--- config.mk ---
export PLATFORM = sky130hd
export DESIGN_NAME = bank_ctl_top
export DESIGN_NICKNAME = d
export VERILOG_FILES = /design/src/rtl/bank_ctl_pkg.sv /design/src/rtl/bank_ctl_top.sv /design/src/rtl/cmd_result.sv /design/src/rtl/cmd_execute.sv /design/src/rtl/bank_timer.sv /design/src/rtl/cmd_decode.sv
export VERILOG_INCLUDE_DIRS = /design/src /design/src/rtl
export SDC_FILE = /design/constraint.sdc
export NUM_CORES = 1
export LEC_CHECK = 0
export ABC_AREA = 1
export BUFFER_PORTS_ARGS = -buffer_cell sky130_fd_sc_hd__buf_2
export CORE_MARGIN = 2
export CORE_UTILIZATION = 28
export DETAILED_ROUTE_END_ITERATION = 8
export SLEW_MARGIN = 40
export SYNTH_ARGS = -nofsm -noshare
export SYNTH_HDL_FRONTEND = slang
export SYNTH_SLANG_ARGS = --single-unit
--- constraint.sdc ---
create_clock -name ctl_clk -period 2.45 [get_ports ctl_clk]
set_input_delay 0.1225 -clock ctl_clk [delete_from_list [all_inputs] [get_ports ctl_clk]]
set_output_delay 0.1225 -clock ctl_clk [all_outputs]
set_load 0.02 [all_outputs]
--- src/rtl/bank_ctl_params.svh ---
//////////////////////////////////////////////////////////////////////
// timing windows are counted in ctl_clk cycles and apply per bank
// no inter-bank windows such as tRRD or tFAW are tracked
// every window must stay below 63, the bank timer saturates there
//////////////////////////////////////////////////////////////////////
`ifndef BANK_CTL_PARAMS_SVH
`define BANK_CTL_PARAMS_SVH

// geometry
`define NUM_BANKS    4       // one bank timer each
`define BANK_WIDTH   2       // wide enough to index NUM_BANKS
`define ROW_WIDTH    14

// same-bank command windows
`define T_RCD        3       // ACT to RD/WR
`define T_RC         10      // ACT to ACT
`define T_RAS        7       // ACT to PCH
`define T_RTP        2       // RD to PCH
`define T_WTP        5       // WR to PCH, includes write recovery
`define T_RP         3       // PCH to ACT
`define T_RDAP_ACT   5       // RDAP to ACT
`define T_WRAP_ACT   8       // WRAP to ACT

`define TIMER_OFFSET 1       // counter preload, hides the registered ready

`endif
--- src/rtl/bank_ctl_pkg.sv ---
//////////////////////////////////////////////////////////////////////
// shared types of the bank timing controller
// field widths come from the params header
//////////////////////////////////////////////////////////////////////
`default_nettype none
`include "bank_ctl_params.svh"

package bank_ctl_pkg;

    // opcodes as written in dat_w[2:0], codes 6 and 7 are rejected
    typedef enum logic [2:0] {
        OP_ACT  = 3'd0,
        OP_RD   = 3'd1,
        OP_WR   = 3'd2,
        OP_RDAP = 3'd3,      // read, then auto precharge
        OP_WRAP = 3'd4,      // write, then auto precharge
        OP_PCH  = 3'd5
    } cmd_op_t;

    // one bank command, 19 bits
    typedef struct packed {
        cmd_op_t                op;
        logic [`BANK_WIDTH-1:0] bank;
        logic [`ROW_WIDTH-1:0]  row;
    } bank_cmd_t;

    typedef struct packed {
        logic                   valid;  // high for exactly one cycle per command
        cmd_op_t                op;
        logic [`BANK_WIDTH-1:0] bank;
        logic [`ROW_WIDTH-1:0]  row;
    } mem_cmd_t;

    // per-bank status from its timer
    typedef struct packed {
        logic is_open;
        logic act_ready;
        logic rdwr_ready;
        logic pch_ready;
    } bank_ready_t;

endpackage

`default_nettype wire

--- src/rtl/bank_ctl_top.sv ---
//////////////////////////////////////////////////////////////////////
// DDR bank timing controller, Wishbone classic in, bank commands out
// no refresh, data path or inter-bank timing
//////////////////////////////////////////////////////////////////////
`default_nettype none
`include "bank_ctl_params.svh"

module bank_ctl_top import bank_ctl_pkg::*;
(
    input  logic        ctl_clk,
    input  logic        ctl_reset_n,
    input  logic        cyc,
    input  logic        stb,
    input  logic        we,
    input  logic        adr,
    input  logic [31:0] dat_w,
    output logic [31:0] dat_r,
    output logic        ack,
    output logic        err,
    output mem_cmd_t    mem_cmd
);

    logic                         cmd_valid;
    bank_cmd_t                    cmd;
    logic                         issue_valid;
    bank_cmd_t                    issue_cmd;
    logic                         reject;
    bank_ready_t [`NUM_BANKS-1:0] ready;
    logic [`NUM_BANKS-1:0]        open_mask;
    logic                         res_ack;
    logic                         res_err;
    logic [15:0]                  issued_count;

    cmd_decode u_decode
    (
        .ctl_clk      (ctl_clk),
        .ctl_reset_n  (ctl_reset_n),
        .cyc          (cyc),
        .stb          (stb),
        .we           (we),
        .adr          (adr),
        .dat_w        (dat_w),
        .dat_r        (dat_r),
        .ack          (ack),
        .err          (err),
        .cmd_valid    (cmd_valid),
        .cmd          (cmd),
        .res_ack      (res_ack),
        .res_err      (res_err),
        .open_mask    (open_mask),
        .issued_count (issued_count)
    );

    //////////////////////////////////////////////////////////////////////
    // one timer per bank, strobes decoded from the shared issue
    //////////////////////////////////////////////////////////////////////
    for (genvar i = 0; i < `NUM_BANKS; i++)
    begin : g_bank
        logic hit;      // issue addressed to this bank

        assign hit = issue_valid && (issue_cmd.bank == `BANK_WIDTH'(i));

        bank_timer u_timer
        (
            .ctl_clk     (ctl_clk),
            .ctl_reset_n (ctl_reset_n),
            .open        (hit && issue_cmd.op == OP_ACT),
            .close       (hit && (issue_cmd.op == OP_PCH || issue_cmd.op == OP_RDAP
                                  || issue_cmd.op == OP_WRAP)),
            .read        (hit && (issue_cmd.op == OP_RD || issue_cmd.op == OP_RDAP)),
            .write       (hit && (issue_cmd.op == OP_WR || issue_cmd.op == OP_WRAP)),
            .ready       (ready[i])
        );

        assign open_mask[i] = ready[i].is_open;
    end

    cmd_execute u_execute
    (
        .ctl_clk     (ctl_clk),
        .ctl_reset_n (ctl_reset_n),
        .cmd_valid   (cmd_valid),
        .cmd         (cmd),
        .ready       (ready),
        .cmd_done    (),
        .issue_valid (issue_valid),
        .issue_cmd   (issue_cmd),
        .reject      (reject)
    );

    cmd_result u_result
    (
        .ctl_clk      (ctl_clk),
        .ctl_reset_n  (ctl_reset_n),
        .issue_valid  (issue_valid),
        .issue_cmd    (issue_cmd),
        .reject       (reject),
        .mem_cmd      (mem_cmd),
        .res_ack      (res_ack),
        .res_err      (res_err),
        .issued_count (issued_count)
    );

endmodule

`default_nettype wire

--- src/rtl/cmd_result.sv ---
//////////////////////////////////////////////////////////////////////
// memory command register, bus response and issued count
// ack and mem_cmd.valid come from the same flop
// issued count wraps at 16 bits
//////////////////////////////////////////////////////////////////////
`default_nettype none

module cmd_result import bank_ctl_pkg::*;
(
    input  logic        ctl_clk,
    input  logic        ctl_reset_n,
    input  logic        issue_valid,
    input  bank_cmd_t   issue_cmd,
    input  logic        reject,
    output mem_cmd_t    mem_cmd,
    output logic        res_ack,
    output logic        res_err,
    output logic [15:0] issued_count
);

    logic      issued_q;       // one cycle after issue
    bank_cmd_t mem_payload;

    always_ff @(posedge ctl_clk or negedge ctl_reset_n)
    begin
        if (!ctl_reset_n)
        begin
            issued_q     <= 1'b0;
            res_err      <= 1'b0;
            issued_count <= 16'd0;
        end
        else
        begin
            issued_q <= issue_valid;
            res_err  <= reject;
            if (issue_valid)
                issued_count <= issued_count + 16'd1;
        end
    end

    always_ff @(posedge ctl_clk)
    begin
        if (issue_valid)
            mem_payload <= issue_cmd;   // held until the next issue
    end

    assign res_ack      = issued_q;
    assign mem_cmd.valid = issued_q;
    assign mem_cmd.op   = mem_payload.op;
    assign mem_cmd.bank = mem_payload.bank;
    assign mem_cmd.row  = mem_payload.row;

endmodule

`default_nettype wire

--- src/rtl/cmd_execute.sv ---
//////////////////////////////////////////////////////////////////////
// checks a held command against its bank and issues it when ready
// cmd must stay steady while cmd_valid is high
//////////////////////////////////////////////////////////////////////
`default_nettype none
`include "bank_ctl_params.svh"

module cmd_execute import bank_ctl_pkg::*;
(
    input  logic                         ctl_clk,
    input  logic                         ctl_reset_n,
    input  logic                         cmd_valid,
    input  bank_cmd_t                    cmd,
    input  bank_ready_t [`NUM_BANKS-1:0] ready,
    output logic                         cmd_done,     // issue or reject
    output logic                         issue_valid,
    output bank_cmd_t                    issue_cmd,
    output logic                         reject
);

    bank_ready_t sel;       // addressed bank
    logic        legal;
    logic        timing_ok;
    logic        done;      // this command already answered

    assign sel = ready[cmd.bank];

    // legality from bank state, then the ready bit that applies
    always_comb
    begin
        legal     = 1'b0;
        timing_ok = 1'b0;
        case (cmd.op)
            OP_ACT:
            begin
                legal     = !sel.is_open;
                timing_ok = sel.act_ready;
            end
            OP_RD, OP_WR, OP_RDAP, OP_WRAP:
            begin
                legal     = sel.is_open;
                timing_ok = sel.rdwr_ready;
            end
            OP_PCH:
            begin
                legal     = sel.is_open;
                timing_ok = sel.pch_ready;
            end
            default:
            begin
                legal     = 1'b0;   // codes 6 and 7
                timing_ok = 1'b0;
            end
        endcase
    end

    assign issue_valid = cmd_valid && !done && legal && timing_ok;
    assign reject      = cmd_valid && !done && !legal;
    assign cmd_done    = issue_valid || reject;
    assign issue_cmd   = cmd;

    always_ff @(posedge ctl_clk or negedge ctl_reset_n)
    begin
        if (!ctl_reset_n)
            done <= 1'b0;
        else if (!cmd_valid)
            done <= 1'b0;           // decoder dropped it, ready for the next
        else if (cmd_done)
            done <= 1'b1;
    end

endmodule

`default_nettype wire

--- src/rtl/bank_timer.sv ---
//////////////////////////////////////////////////////////////////////
// per-bank open state and same-bank timing windows
// ready bits are registered, so each adds up to one cycle of slack
// open/close/read/write are single-cycle strobes, never open with close
//////////////////////////////////////////////////////////////////////
`default_nettype none
`include "bank_ctl_params.svh"

module bank_timer import bank_ctl_pkg::*;
(
    input  logic        ctl_clk,
    input  logic        ctl_reset_n,
    input  logic        open,       // ACT to this bank
    input  logic        close,      // PCH, RDAP or WRAP
    input  logic        read,       // RD or RDAP
    input  logic        write,      // WR or WRAP
    output bank_ready_t ready
);

    localparam int CNT_W = 6;      // counts to 63

    localparam logic [CNT_W-1:0] PRELOAD = CNT_W'(`TIMER_OFFSET);
    localparam logic [CNT_W-1:0] W_RCD   = CNT_W'(`T_RCD);
    localparam logic [CNT_W-1:0] W_RC    = CNT_W'(`T_RC);
    localparam logic [CNT_W-1:0] W_RAS   = CNT_W'(`T_RAS);
    localparam logic [CNT_W-1:0] W_RTP   = CNT_W'(`T_RTP);
    localparam logic [CNT_W-1:0] W_WTP   = CNT_W'(`T_WTP);
    localparam logic [CNT_W-1:0] W_RP    = CNT_W'(`T_RP);
    localparam logic [CNT_W-1:0] W_RDAP  = CNT_W'(`T_RDAP_ACT);
    localparam logic [CNT_W-1:0] W_WRAP  = CNT_W'(`T_WRAP_ACT);

    // a one-cycle tRCD cannot wait for the counter
    localparam bit RCD_ON_OPEN = (`T_RCD < 2);

    logic [CNT_W-1:0] act_cnt;     // cycles since ACT
    logic [CNT_W-1:0] gen_cnt;     // cycles since RD/WR/close
    logic             is_open;
    logic             doing_read;  // last column access was a read
    logic             doing_ap;    // closed by auto precharge
    logic             doing_pch;   // closed by plain PCH
    logic             rdwr_rdy;
    logic             act_act_rdy; // tRC met
    logic             act_pch_rdy; // tRAS met
    logic             valid_rdy;   // column or precharge window met

    //////////////////////////////////////////////////////////////////////
    // counters and command history
    //////////////////////////////////////////////////////////////////////
    always_ff @(posedge ctl_clk or negedge ctl_reset_n)
    begin
        if (!ctl_reset_n)
        begin
            act_cnt    <= '1;          // saturated, nothing pending
            gen_cnt    <= '1;
            is_open    <= 1'b0;
            doing_read <= 1'b0;
            doing_ap   <= 1'b0;
            doing_pch  <= 1'b0;
        end
        else
        begin
            if (open)
                act_cnt <= PRELOAD;
            else if (act_cnt != '1)
                act_cnt <= act_cnt + 1'b1;

            if (read || write || close)
                gen_cnt <= PRELOAD;
            else if (gen_cnt != '1)
                gen_cnt <= gen_cnt + 1'b1;

            if (open)
                is_open <= 1'b1;
            else if (close)
                is_open <= 1'b0;

            if (write)
                doing_read <= 1'b0;
            else if (read)
                doing_read <= 1'b1;

            if (close)
            begin
                doing_ap  <= read || write;     // RDAP or WRAP
                doing_pch <= !(read || write);
            end
            else if (open)
            begin
                doing_ap  <= 1'b0;
                doing_pch <= 1'b0;
            end
        end
    end

    //////////////////////////////////////////////////////////////////////
    // registered windows
    //////////////////////////////////////////////////////////////////////
    always_ff @(posedge ctl_clk or negedge ctl_reset_n)
    begin
        if (!ctl_reset_n)
        begin
            rdwr_rdy    <= 1'b0;
            act_act_rdy <= 1'b1;
            act_pch_rdy <= 1'b0;
            valid_rdy   <= 1'b1;
        end
        else
        begin
            if (close)
                rdwr_rdy <= 1'b0;
            else if (open && RCD_ON_OPEN)
                rdwr_rdy <= 1'b1;
            else
                rdwr_rdy <= is_open && (act_cnt >= W_RCD);

            act_act_rdy <= !open && (act_cnt >= W_RC);
            act_pch_rdy <= !open && (act_cnt >= W_RAS);

            if (read || write || close)
                valid_rdy <= 1'b0;     // new window starts now
            else if (doing_pch)
                valid_rdy <= gen_cnt >= W_RP;
            else if (doing_ap)
                valid_rdy <= gen_cnt >= (doing_read ? W_RDAP : W_WRAP);
            else
                valid_rdy <= gen_cnt >= (doing_read ? W_RTP : W_WTP);
        end
    end

    always_comb
    begin
        ready.is_open    = is_open;
        ready.act_ready  = act_act_rdy && valid_rdy;
        ready.rdwr_ready = rdwr_rdy;
        ready.pch_ready  = is_open && act_pch_rdy && valid_rdy;   // low while idle
    end

endmodule

`default_nettype wire

--- src/rtl/cmd_decode.sv ---
//////////////////////////////////////////////////////////////////////
// Wishbone classic slave, one cycle in flight
// write to adr 0 is a bank command, read of adr 1 is status
// a write to adr 1 is turned into an illegal opcode and gets err
// master must hold cyc/stb until ack or err and drop stb after
//////////////////////////////////////////////////////////////////////
`default_nettype none
`include "bank_ctl_params.svh"

module cmd_decode import bank_ctl_pkg::*;
(
    input  logic                  ctl_clk,
    input  logic                  ctl_reset_n,
    input  logic                  cyc,
    input  logic                  stb,
    input  logic                  we,
    input  logic                  adr,
    input  logic [31:0]           dat_w,
    output logic [31:0]           dat_r,
    output logic                  ack,
    output logic                  err,
    output logic                  cmd_valid,
    output bank_cmd_t             cmd,
    input  logic                  res_ack,          // command issued
    input  logic                  res_err,          // command rejected
    input  logic [`NUM_BANKS-1:0] open_mask,
    input  logic [15:0]           issued_count
);

    logic busy;      // cycle taken, waiting for stb to fall
    logic rd_ack;
    logic take;

    assign take = cyc && stb && !busy && !cmd_valid;

    always_ff @(posedge ctl_clk or negedge ctl_reset_n)
    begin
        if (!ctl_reset_n)
        begin
            busy      <= 1'b0;
            cmd_valid <= 1'b0;
            rd_ack    <= 1'b0;
        end
        else
        begin
            if (take)
                busy <= 1'b1;
            else if (!(cyc && stb))
                busy <= 1'b0;       // master ended the cycle

            if (take && we)
                cmd_valid <= 1'b1;
            else if (res_ack || res_err)
                cmd_valid <= 1'b0;

            rd_ack <= take && !we;  // status answers in one cycle
        end
    end

    // held command and status word
    always_ff @(posedge ctl_clk)
    begin
        if (take && we)
        begin
            cmd.op   <= adr ? cmd_op_t'(3'd7) : cmd_op_t'(dat_w[2:0]);
            cmd.bank <= dat_w[5:4];
            cmd.row  <= dat_w[29:16];
        end
        if (take && !we)
            dat_r <= adr ? {issued_count, {(16 - `NUM_BANKS){1'b0}}, open_mask} : 32'h0;
    end

    assign ack = res_ack || rd_ack;
    assign err = res_err;

endmodule

`default_nettype wire

# Word-level counts from Yosys, hierarchy flattened
# Cells that the tools add are included.
# word_totals
regBits	172
output_inout_bits	54
elab_cells	288
# classes
add_sub_neg	9
order_cmp	25
n_eq_ne	18
mux	78
reduce_logical	103
# ops
operator	count
$mux W6	16
$logic_and A1 B1 Y1	53
$mux W1	50
$add A6 B1 Y6 const B	8
$ge A6 B2 Y1 const B	8
$ge A6 B6 Y1	8
$ne A6 B6 Y1 const B	8
$reduce_bool A2 Y1	17
$ge A6 B3 Y1 const B	4
$ge A6 B4 Y1 const B	4
$mux W4	5
$add A16 B1 Y16 const B	1
$logic_or A1 B1 Y1	15
$logic_not A1 Y1	14
$mux W3	4
$bmux W4 S2	1
$eq A3 B2 Y1 const B	2
$eq A3 B3 Y1 const B	2
$reduce_or A5 Y1	1
$eq A2 B2 Y1 const B	2
$ne A2 B1 Y1 const B	2
$reduce_or A4 Y1	1
$eq A3 B1 Y1 const B	1
$logic_not A3 Y1	1
other kinds (5)	5

# Logic depth before layout (Yosys ltp)
# Gate-level depths: netlist of run 1.
# logic_depth
ltp_word	13
ltp_mapped	13
depth_no_buf	13

# Cells and area by module
# From an unflattened synthesis of run 1, not the netlist that was laid out.
# hier_totals
hier_cells	940
hier_area_um2	8459.4
# by_module_without_submodules
mod	instances	cells_per_inst	area_per_inst_um2	seq_area_each_um2
bank_timer	4	144	1187.4	518.0
cmd_decode	1	114	1596.5	1246.2
cmd_result	1	132	1508.9	1021.0
cmd_execute	1	85	462.9	25.0
bank_ctl_top	1	33	141.4	0.0

# Worst setup path after synthesis of run 1
# Ideal clock, no wire load.
# synth_path
path_type	reg-to-reg
from	register, netlist name u_decode.cmd[14]
to	register u_result.mem_payload, in the netlist u_result.mem_cmd[0], enable pin
t_arrival_ps	1684
slack_ps	423
path_stages_with_launch	11
path_buffers	1
synth_period_minus_slack_ps	2027
cell_sequence	edfxtp_1 -> inv_2 -> nand2_1 -> inv_1 -> nand2_1 -> nand3_1 -> nand2_1 -> nand3_4 -> nand2_8 -> buf_12 -> inv_2
# synth_between
elab_chain_len	6
# synth_rtl
item	line	text
$bmux W4 S2 (*)	cmd_execute.sv:26	assign sel = ready[cmd.bank];
$mux W4 (not written as such) (*)	cmd_execute.sv:26	
$logic_not A1 Y1	cmd_execute.sv:36	legal = !sel.is_open;
$pmux W1 S2	cmd_execute.sv:33	case (cmd.op)
$logic_and A1 B1 Y1	cmd_execute.sv:57	assign issue_valid = cmd_valid && !done && legal && timing_ok;
$logic_and A1 B1 Y1 (*)	cmd_execute.sv:57	
net issue_valid	bank_ctl_top.sv:25	logic issue_valid;
end signal: assignment	cmd_result.sv:44	mem_payload <= issue_cmd;
end: declaration	cmd_result.sv:22	bank_cmd_t mem_payload;
# Mark *: on every way through the listed nets, which the timed path passes. The rest lies on a longest branch. The select of a mux whose other input is x is not followed.
# A chain may end at the register's enable or synchronous reset.

# Final worst setup path of run 1
# layout_path
from	register, netlist name u_decode.cmd[14]
to	register u_result.mem_payload, in the netlist u_result.mem_cmd[17], enable pin
# layout_between
elab_chain_len	6
# layout_rtl
item	line
$bmux W4 S2 (*)	cmd_execute.sv:26
$mux W4 (not written as such) (*)	cmd_execute.sv:26
$logic_not A1 Y1	cmd_execute.sv:36
$pmux W1 S2	cmd_execute.sv:33
$logic_and A1 B1 Y1	cmd_execute.sv:57
$logic_and A1 B1 Y1 (*)	cmd_execute.sv:57
net issue_valid	bank_ctl_top.sv:25
# Marked as above.

==> summary.md, run 1 <==
| Metric | Value |
|---|---|
| Register area share after synthesis | 0.538 |
| Cell taking the most area after synthesis | edfxtp_1 |
| RSZ-0062 raised after global routing | false |
| Met1 Track Usage GR | 0.136 |
| Final global-route overflow total | 0 |
| Ports | between 90 and 100 |
| GRT met3 Usage | 0.0258 |
| CTS H-tree lvls | 4 |
| Commonest non-fill, non-tap cell in the layout | nand2_1 |
| Most frequent cells in the layout | nand2_1 (226), inv_1 (183), buf_2 (65) |
| Pwr Density | between 900 and 1000 nW/um2 |
| Setup violators final | 0 |
| Arrival @ worst endpoint | 2290 ps |
| Rows | 62 |
| F_max | ~460 MHz |
| Share of layout cells above drive strength 1 | 0.190 |
| Initial Util | 0.284 |
| Final GP Congestion | slightly above 0.8 |
| Final ANT Viol Nets | 0 |
| EDFF count, synth | slightly below 60 |
| Fin crit period | approximately 2200 ps |
| Post-CTS Resized | 0 |
| Crit path launch type | flop |
| Cells after synthesis | between 900 and 1000 |
| Worst path required time | approximately 2600 ps |
| Post-layout util | 0.343 |
| Layout area overhead | 20.8% |
| CTS tree | built |
| Mapped Avg Cell Area | roughly 8.9 um2 |
| GRT Max-Usage Layer | met2 |
| HPWL Detailed | between 10 and 15 mm |
| Met2 GRT Util | 0.180 |
| Die width | approximately 170 um |
| Die Area | 30400 um2 |
| Fin nets | between 1000 and 1500 |
| Clk buf depth | 2 |
| Status | finished clean |
| Clock root buffer | clkbuf_16 |
| Top_reg_cell synth | edfxtp_1 |
| Unique masters post-synth | 32 |
| Clock transition at the registers of the reported paths | around 70 ps |
| Core area | around 29000 um2 |
| Max-slew headroom | 0.552 |
| Actual slew at the worst max-slew pin | roughly 670 ps |
| Peak supply drop | 0.489 mV |
| Via count | 5912 |
| Diodes inserted | 0 |
| CTS sink cnt | 160 |
| DRC Markers | 0 |
| Fillers | 2886 |
| Fin. max-slew vios | 0 |
| Crit Path Category | reg -> reg |
| Crit-path max FO | 17 |
| Clk_skew | about 9.5 ps |
| Synthesized cell area | 8120 um2 |
| CTS Buf Count | 17 |
| Initial detailed-routing violation count | 355 |
| Total GRT Usage | 0.108 |
| Largest net degree at the start of global routing | 48 |
| IO buf count | 66 |
| Hold/Removal Path Class | in -> reg |
| Average vias per placed instance | roughly 4.2 |
| Tcrit/Tclk final | 0.880 |
| #FFs+latches synth | 160 |
| Antenna violations before repair | 0 |
| Synth top area share | 0.215 |
| # Max-Cap Violations | 0 |
| Asr flop ratio synth | 0.638 |
| Final WL | ~15 mm |
| Final TNS setup | 0 ps |
| Drt first pass iters | 5 |
| CP endpoint kind | flop |
| LEAKAGE | just under 5 nW |
| Drt wl/cell | 10.9 um |
| Hold Fails Final Rpt | 0 |
| Die Ht | around 170 um |
| Largest cells by area after synthesis | edfxtp_1 (21%), dfstp_2 (18%), dfrtp_1 (14%) |
| Hold_ws | about 70 ps |
| Vias in the first global route | about 5700 |
| Worst-Skew Late Latency | ~430 ps |
| Synth warn | 0 |
| First-pass GRT wire length | between 20 and 30 mm |
==> sequential cells by signal, summed over array words and instances, names as in the netlist, 4 cells and up <==
| signal | cells |
|---|---|
| g_bank.u_timer.act_act_rdy | 4 |
| g_bank.u_timer.act_cnt | 24 |
| g_bank.u_timer.act_pch_rdy | 4 |
| g_bank.u_timer.doing_ap | 4 |
| g_bank.u_timer.doing_pch | 4 |
| g_bank.u_timer.doing_read | 4 |
| g_bank.u_timer.gen_cnt | 24 |
| g_bank.u_timer.is_open | 4 |
| g_bank.u_timer.rdwr_rdy | 4 |
| g_bank.u_timer.valid_rdy | 4 |
| u_decode.cmd | 19 |
| u_decode.dat_r | 20 |
| u_result.issued_count | 16 |
| u_result.mem_cmd | 19 |
==> critical path: stages (launching register included) <==
cell and delay (ps):
edfxtp_1 530, inv_2 160, nand2_1 130, inv_1 120
nand2_1 70, nand3_1 80, nand2_1 80, nand3_4 180
nand2_8 130, inv_2 190, buf_12 180
==> synthesized netlist by cell type, drive strengths merged, types with 5 or more instances <==
library cell	n
nand4	23
nand2	228
nand3	62
nor2	67
xor2	20
dfstp	56
dfrtp	46
a21oi	30
edfxtp	58
inv	185
ha	37
o21ai	33
or2	9
nor3	17
nand3b	5
buf	19
==> kinds of logic after synthesis <==
kind of cell / share of synthesized area
flops: 0.538
other cells: 0.000462
compound gates: 0.0427
simple gates: 0.234
xor+xnor: 0.0237
fa+ha+maj: 0.0570
buf+inv: 0.105
==> area by class of cell <==
class                      instances  area (um2)  share of cell area
sequential                       160        4360               0.445
multi-input combinational        553        2950               0.300
timing repair buffer             103         706              0.0719
inverter                         185         694              0.0708
tap                              384         480              0.0490
clock buffer                      19         453              0.0462
clock inverter                    13         165              0.0168
==> per-layer routing <==
layer / wire length [um] / vias to the layer above
li1: - / 3072
met1: 7230 / 2713
met2: 7320 / 103
met3: 670 / 24
met4: 249 / 0
met5: 0 / -
==> worst paths after layout <==
| check | start | end | slack, ps | depth (start not counted) |
|---|---|---|---|---|
| worst max-delay path | u_decode.cmd[14] | u_result.mem_cmd[17] | 290 | 10 |
| worst min-delay path | cyc | u_decode.cmd_valid | 70 | 3 |
| worst min register to register | u_decode.cmd[7] | u_result.mem_cmd[7] | 420 | 0 |
| min in group asynchronous | ctl_reset_n | u_result.issued_count[13] | 300 | 2 |
| max in group asynchronous | ctl_reset_n | g_bank[3].u_timer.gen_cnt[2] | 1420 | 3 |
| worst max register to register | u_decode.cmd[14] | u_result.mem_cmd[17] | 290 | 10 |
==> what timing repair did <==
action / 4_1_cts / 5_1_grt
hold buffers: 23 / 0
buffers inserted: 0 / 0
endpoints found under the hold margin: 29 / 0
==> stage by stage <==
step                      power [W]  setup WS (ps)  area (um2)  cells
after CTS                   0.00968            294        9810   1417
after floorplan             0.00623            423        8160    920
after detailed placement    0.00685            317        8960   1362
final                       0.00955            294        9810   1417
after global placement      0.00675            327        8960   1362
after global routing         0.0103            108        9810   1417
==> report_power, final <==
| part | total, W | internal, W | leakage (nW) | switching (W) |
|---|---|---|---|---|
| Clock | 0.00273 | 0.00160 | 0.303 | 0.00113 |
| Sequential | 0.00414 | 0.00367 | 1.74 | 0.000469 |
| Combinational | 0.00268 | 0.00106 | 2.88 | 0.00163 |
| Total | 0.00955 | 0.00632 | 4.92 | 0.00323 |
(Power assumes the default switching activity.)
==> run 2: changes to the inputs <==
--- a/config.mk
+++ b/config.mk
@@ -8,9 +8,12 @@
 export LEC_CHECK = 0
 export ABC_AREA = 1
 export BUFFER_PORTS_ARGS = -buffer_cell sky130_fd_sc_hd__buf_2
+export CELL_PAD_IN_SITES_DETAIL_PLACEMENT = 2
+export CELL_PAD_IN_SITES_GLOBAL_PLACEMENT = 2
 export CORE_MARGIN = 2
 export CORE_UTILIZATION = 28
 export DETAILED_ROUTE_END_ITERATION = 8
+export PLACE_DENSITY_LB_ADDON = 0.1
 export SLEW_MARGIN = 40
 export SYNTH_ARGS = -nofsm -noshare
 export SYNTH_HDL_FRONTEND = slang
==> summary.md, run 2 (same netlist as run 1, synthesis figures left out) <==
| Metric | Value |
|---|---|
| HPWL Detailed | 15.6 mm (was 11.2 mm) |
| Fin. max-slew vios | 0 (unchanged) |
| Drt first pass iters | 4 (was 5) |
| Final TNS setup | 0 ps (unchanged) |
| Status | finished clean (unchanged) |
| F_max | 458 MHz (was 464 MHz) |
| LEAKAGE | 4.90 nW (was 4.92 nW) |
| Max-slew headroom | 0.660 (was 0.552) |
| Post-Place Cells | 1362 (unchanged) |
| Largest net degree at the start of global routing | 47 (was 48) |
| Total GRT Usage | 0.149 (was 0.108) |
| Ports | 92 (unchanged) |
| Average vias per placed instance | 4.36 (was 4.17) |
| Rows | 62 (unchanged) |
| Die Ht | 174 um (unchanged) |
| Post-CTS Setup Bufs | 0 (unchanged) |
| Crit path launch type | flop (unchanged) |
| Actual slew at the worst max-slew pin | 510 ps (was 672 ps) |
| Drt wl/cell | 14.8 um (was 10.9 um) |
| Fin nets | 1095 (unchanged) |
| Hold/Removal Path Class | in -> reg (unchanged) |
| Clk_skew | 13.8 ps (was 9.52 ps) |
| Final ANT Viol Nets | 0 (unchanged) |
| DRC Markers | 0 (unchanged) |
| Commonest non-fill, non-tap cell in the layout | nand2_1 (unchanged) |
| Final WL | 21.0 mm (was 15.5 mm) |
| Die Area | 30400 um2 (unchanged) |
| Post-route cell area | 9790 um2 (was 9810 um2) |
| Hold depth | 3 (unchanged) |
| Most frequent cells in the layout | nand2_1 (226), inv_1 (183), buf_2 (65) (unchanged) |
| Non-Filler Instances | 1417 (unchanged) |
| Clock root buffer | clkbuf_16 (unchanged) |
| Pwr Density | 989 nW/um2 (was 974 nW/um2) |
| Hold Fails Final Rpt | 0 (unchanged) |
| Setup violators final | 0 (unchanged) |
| Biggest regs | g_bank.u_timer.act_cnt (24), g_bank.u_timer.gen_cnt (24), u_decode.dat_r (20) (unchanged) |
| RSZ-0062 raised after global routing | false (unchanged) |
| Diodes inserted | 0 (unchanged) |
| CTS sink cnt | 160 (unchanged) |
| Arrival @ worst endpoint | 2540 ps (was 2290 ps) |
| Initial detailed-routing violation count | 247 (was 355) |
| Post-DP Area | 8960 um2 (unchanged) |
| Core area | 28600 um2 (unchanged) |
| Share of layout cells above drive strength 1 | 0.190 (unchanged) |
| CP endpoint kind | flop (unchanged) |
| Vias in the first global route | 6841 (was 5704) |
| Antenna violations before repair | 0 (unchanged) |
| Peak supply drop | 0.442 mV (was 0.489 mV) |
| Fin crit period | 2180 ps (was 2160 ps) |
| First-pass GRT wire length | 35.8 mm (was 26.5 mm) |
| CTS tree | built (unchanged) |
| # Max-Cap Violations | 0 (unchanged) |
| Worst path required time | 2810 ps (was 2580 ps) |
| Die width | 174 um (unchanged) |
| Final global-route overflow total | 0 (unchanged) |
| Hold_ws | 105 ps (was 69.7 ps) |
| R2R depth | 12 (was 10) |
| Initial Util | 0.284 (unchanged) |
| Worst-Skew Late Latency | 430 ps (about the same) |
| Crit Path Category | reg -> reg (unchanged) |
| Final GP Congestion | 0.702 (was 0.831) |
| Post-layout util | 0.342 (was 0.343) |
| Tcrit/Tclk final | 0.890 (was 0.880) |
| Clock transition at the registers of the reported paths | 70 ps (about the same) |
| IO buf count | 66 (unchanged) |
| Clk buf depth | 2 (unchanged) |
| CTS H-tree lvls | 4 (unchanged) |
| Layout area overhead | 20.5% (was 20.8%) |
| CTS Buf Count | 17 (unchanged) |
| Crit-path max FO | 10 (was 17) |
| Via count | 6175 (was 5912) |
run 2: worst max-delay path, stage by stage, from the launching register on:
cell and delay, ps:
edfxtp_1 540, inv_2 170, nand2_1 150, inv_1 140
nand2_1 70, nand3_1 80, nand2_1 80, nand3_4 180
nand2_8 120, nor2_4 150, nand2_1 230, nand2_1 130
inv_1 50
run 2: timing repair:
action                                  CTS  global route
endpoints found under the setup margin    0             3
hold endpoints to repair                 44             0
hold buffers                             23             0
gates resized for setup                   0             1
run 2: metrics by stage:
stage	setup slack (ps)	power (W)
2_1_floorplan	423	0.00623
3_3_place_gp	269	0.00696
3_5_place_dp	245	0.00709
4_1_cts	219	0.00992
5_1_grt	30.7	0.0106
6_report	268	0.00968
run 2: worst paths after layout:
check | start | to | slack (ps)
setup / recovery | u_decode.cmd[14] | g_bank[2].u_timer.valid_rdy | 270
hold reg to reg | u_decode.cmd[0] | u_result.mem_cmd[0] | 410
max in group asynchronous | ctl_reset_n | g_bank[1].u_timer.act_cnt[0] | 1460
setup reg to reg | u_decode.cmd[14] | g_bank[2].u_timer.valid_rdy | 270
min in group asynchronous | ctl_reset_n | g_bank[3].u_timer.doing_read | 200
hold / removal | cyc | u_decode.cmd_valid | 110
run 2: final cells by class:
class	instances	area, um2
fill	3218	18800
clock buffer	17	425
sequential	160	4360
clock inverter	15	166
multi-input combinational	553	2950
inverter	185	694
tap	384	480
timing repair buffer	103	706
run 2: power breakdown:
group	switching (W)	internal, W
Clock	0.00131	0.00137
Combinational	0.00174	0.00107
Sequential	0.000512	0.00367
run 2: routing by layer:
layer / global-route usage / up-vias / wire (um)
met5: 0 / - / 0
met4: 0.0399 / 0 / 188
met3: 0.0249 / 11 / 388
met1: 0.185 / 3065 / 9660
li1: - / 3051 / -
met2: 0.266 / 48 / 10800
==> run 3: changes to the inputs <==
--- a/config.mk
+++ b/config.mk
@@ -8,10 +8,13 @@
 export LEC_CHECK = 0
 export ABC_AREA = 1
 export BUFFER_PORTS_ARGS = -buffer_cell sky130_fd_sc_hd__buf_2
+export CAP_MARGIN = 10
 export CELL_PAD_IN_SITES_DETAIL_PLACEMENT = 2
 export CELL_PAD_IN_SITES_GLOBAL_PLACEMENT = 2
+export CORE_ASPECT_RATIO = 0.7
 export CORE_MARGIN = 2
 export CORE_UTILIZATION = 28
+export CTS_CLUSTER_DIAMETER = 80
 export DETAILED_ROUTE_END_ITERATION = 8
 export PLACE_DENSITY_LB_ADDON = 0.1
 export SLEW_MARGIN = 40
==> summary.md, run 3 (same netlist as run 1, synthesis figures left out) <==
| Metric | Value |
|---|---|
| Status | finished clean (unchanged) |
| Antenna violations before repair | 0 (unchanged) |
| Die Area | 30400 um2 (about the same) |
| Worst r2r src | u_decode.cmd[14] (unchanged) |
| Via count | 6154 (was 6175) |
| Die width | 208 um (was 174 um) |
| Worst path required time | 2520 ps (was 2810 ps) |
| F_max | 448 MHz (was 458 MHz) |
| Die Ht | 146 um (was 174 um) |
| Hold depth | 3 (unchanged) |
| Ports | 92 (unchanged) |
| Critical-path cell list | inv_2 -> nand2_1 -> inv_1 -> nand2_1 -> nand3_1 -> nand2_1 -> nand3_4 -> nand2_8 -> inv_2 (was inv_2 -> nand2_1 -> inv_1 -> nand2_1 -> nand3_1 -> nand2_1 -> nand3_4 -> nand2_8 -> nor2_4 -> nand2_1 -> nand2_1 -> inv_1) |
| Worst path slowest cell | edfxtp_1 (unchanged) |
| Fin nets | 1095 (unchanged) |
| Clk_skew | 15.2 ps (was 13.8 ps) |
| Crit path launch type | flop (unchanged) |
| Crit-path max FO | 23 (was 10) |
| Post-CTS Setup Bufs | 0 (unchanged) |
| Max-slew headroom | 0.634 (was 0.660) |
| CTS Buf Count | 17 (unchanged) |
| Drt first pass iters | 4 (unchanged) |
| Clock transition at the registers of the reported paths | 70 ps (about the same) |
| Biggest regs | g_bank.u_timer.act_cnt (24), g_bank.u_timer.gen_cnt (24), u_decode.dat_r (20) (unchanged) |
| Worst R2R Setup Slack | 220 ps (was 270 ps) |
| Hold endpoint | u_decode.cmd_valid (unchanged) |
| Diodes inserted | 0 (unchanged) |
| CTS sink cnt | 160 (unchanged) |
| Final WL | 21.4 mm (was 21.0 mm) |
| Tcrit/Tclk final | 0.912 (was 0.890) |
| Clock root buffer | clkbuf_16 (unchanged) |
| Largest stage delay, worst path | 530 ps (was 540 ps) |
| Initial Util | 0.283 (was 0.284) |
| RSZ-0062 raised after global routing | false (unchanged) |
| Average vias per placed instance | 4.36 (about the same) |
| IO buf count | 66 (unchanged) |
| Post-Place Cells | 1356 (was 1362) |
| Final ANT Viol Nets | 0 (unchanged) |
| CP Buf/Inv Count | 3 (unchanged) |
| HP Start | cyc (unchanged) |
| Most frequent CP cell | nand2_1 (unchanged) |
| Vias in the first global route | 6499 (was 6841) |
| RR Endpoint | u_result.mem_cmd[1] (was g_bank[2].u_timer.valid_rdy) |
| Drt wl/cell | 15.2 um (was 14.8 um) |
| Largest net degree at the start of global routing | 53 (was 47) |
| CTS H-tree lvls | 4 (unchanged) |
| Total GRT Usage | 0.149 (about the same) |
| Fin crit period | 2230 ps (was 2180 ps) |
| CP top delay family | buffers and inverters (was simple AND/OR/NAND/NOR gates) |
| Share of layout cells above drive strength 1 | 0.191 (was 0.190) |
| Setup WS pre-CTS | 178 ps (was 245 ps) |
| Final global-route overflow total | 0 (unchanged) |
| CP endpoint kind | flop (unchanged) |
| Core area | 28700 um2 (was 28600 um2) |
| First-pass GRT wire length | 35.8 mm (about the same) |
| Setup crit start | u_decode.cmd[14] (unchanged) |
| Final TNS setup | 0 ps (unchanged) |
| Final setup margin | 217 ps (was 268 ps) |
| Post-route cell area | 9750 um2 (was 9790 um2) |
| LEAKAGE | 4.90 nW (about the same) |
| HPWL Detailed | 15.6 mm (about the same) |
| Crit Path Category | reg -> reg (unchanged) |
| # Max-Cap Violations | 0 (unchanged) |
| Commonest non-fill, non-tap cell in the layout | nand2_1 (unchanged) |
| Hold Fails Final Rpt | 0 (unchanged) |
| Fin. max-slew vios | 0 (unchanged) |
| Final GP Congestion | 0.717 (was 0.702) |
| Worst-Skew Late Latency | 440 ps (was 430 ps) |
| Rows | 52 (was 62) |
| Layout area overhead | 20.1% (was 20.5%) |
| R2R depth | 9 (was 12) |
| Non-Filler Instances | 1411 (was 1417) |
| Pwr Density | 1000 nW/um2 (was 989 nW/um2) |
| CTS tree | built (unchanged) |
| Post-DP Area | 8930 um2 (was 8960 um2) |
| Hold/Removal Path Class | in -> reg (unchanged) |
| Peak supply drop | 0.428 mV (was 0.442 mV) |
| Initial detailed-routing violation count | 218 (was 247) |
| Actual slew at the worst max-slew pin | 549 ps (was 510 ps) |
| DRC Markers | 0 (unchanged) |
| Setup violators final | 0 (unchanged) |
| Clk buf depth | 2 (unchanged) |
| Most frequent cells in the layout | nand2_1 (226), inv_1 (183), buf_2 (65) (unchanged) |
| Arrival @ worst endpoint | 2310 ps (was 2540 ps) |
[run 3: cell count changes in the layout (fill, tap and decap cells not counted), sizes merged]
| cell | change |
|---|---|
| clkinv | -2 |
| inv | +2 |
| bufinv | +1 |
| clkinvlp | -1 |
[run 3: per-layer routing]
| metal | vias up | routed length [um] | global-route usage |
|---|---|---|---|
| li1 | 3056 | - | - |
| met1 | 3013 | 11600 | 0.223 |
| met2 | 71 | 9050 | 0.220 |
| met3 | 14 | 574 | 0.0305 |
| met4 | 0 | 199 | 0.0343 |
| met5 | - | 0 | 0 |
[run 3: worst min-delay path: stages]
cell and delay [ps]:
buf_2 110, nand4_1 150, o32ai_1 100
[run 3: final cells by class]
| cell class | count | area, um2 |
|---|---|---|
| Multi-Input combinational cell | 553 | 2950 |
| Timing Repair Buffer | 103 | 681 |
| Fill cell | 3213 | 18900 |
| Tap cell | 378 | 473 |
| Clock inverter | 15 | 166 |
| Sequential cell | 160 | 4360 |
| Inverter | 185 | 694 |
| Clock buffer | 17 | 425 |
[run 3: worst max path at each step]
stage / endpoint / slack, ps / cells past startpoint
3_3_place_gp: u_result.mem_cmd[11] / 220 / 9
2_1_floorplan: u_result.mem_cmd[0] / 420 / 10
6_report: u_result.mem_cmd[1] / 220 / 9
5_1_grt: u_result.mem_cmd[3] / 10 / 9
4_1_cts: u_result.mem_cmd[10] / 170 / 9
3_5_place_dp: u_result.mem_cmd[11] / 180 / 9
[run 3: metrics by stage]
step / total power, W / hold slack, ps / utilization
finish: 0.00975 / 97.9 / 0.340
global route: 0.0107 / 115 / 0.340
CTS: 0.00996 / 77.7 / 0.340
detailed placement: 0.00709 / 142 / 0.311
global placement: 0.00698 / 143 / 0.311
floorplan: 0.00623 / -173 / -
[run 3: report_power, final]
part	internal, W	total, W	leakage [nW]	switching (W)
sequential	0.00367	0.00419	1.74	0.000523
combinational	0.00106	0.00281	2.88	0.00175
clock	0.00146	0.00274	0.293	0.00129
[run 3: timing repair]
item                                   4_1_cts  5_1_grt
resized for setup                            0        0
endpoints found under the hold margin       34        0
hold buffers                                23        0
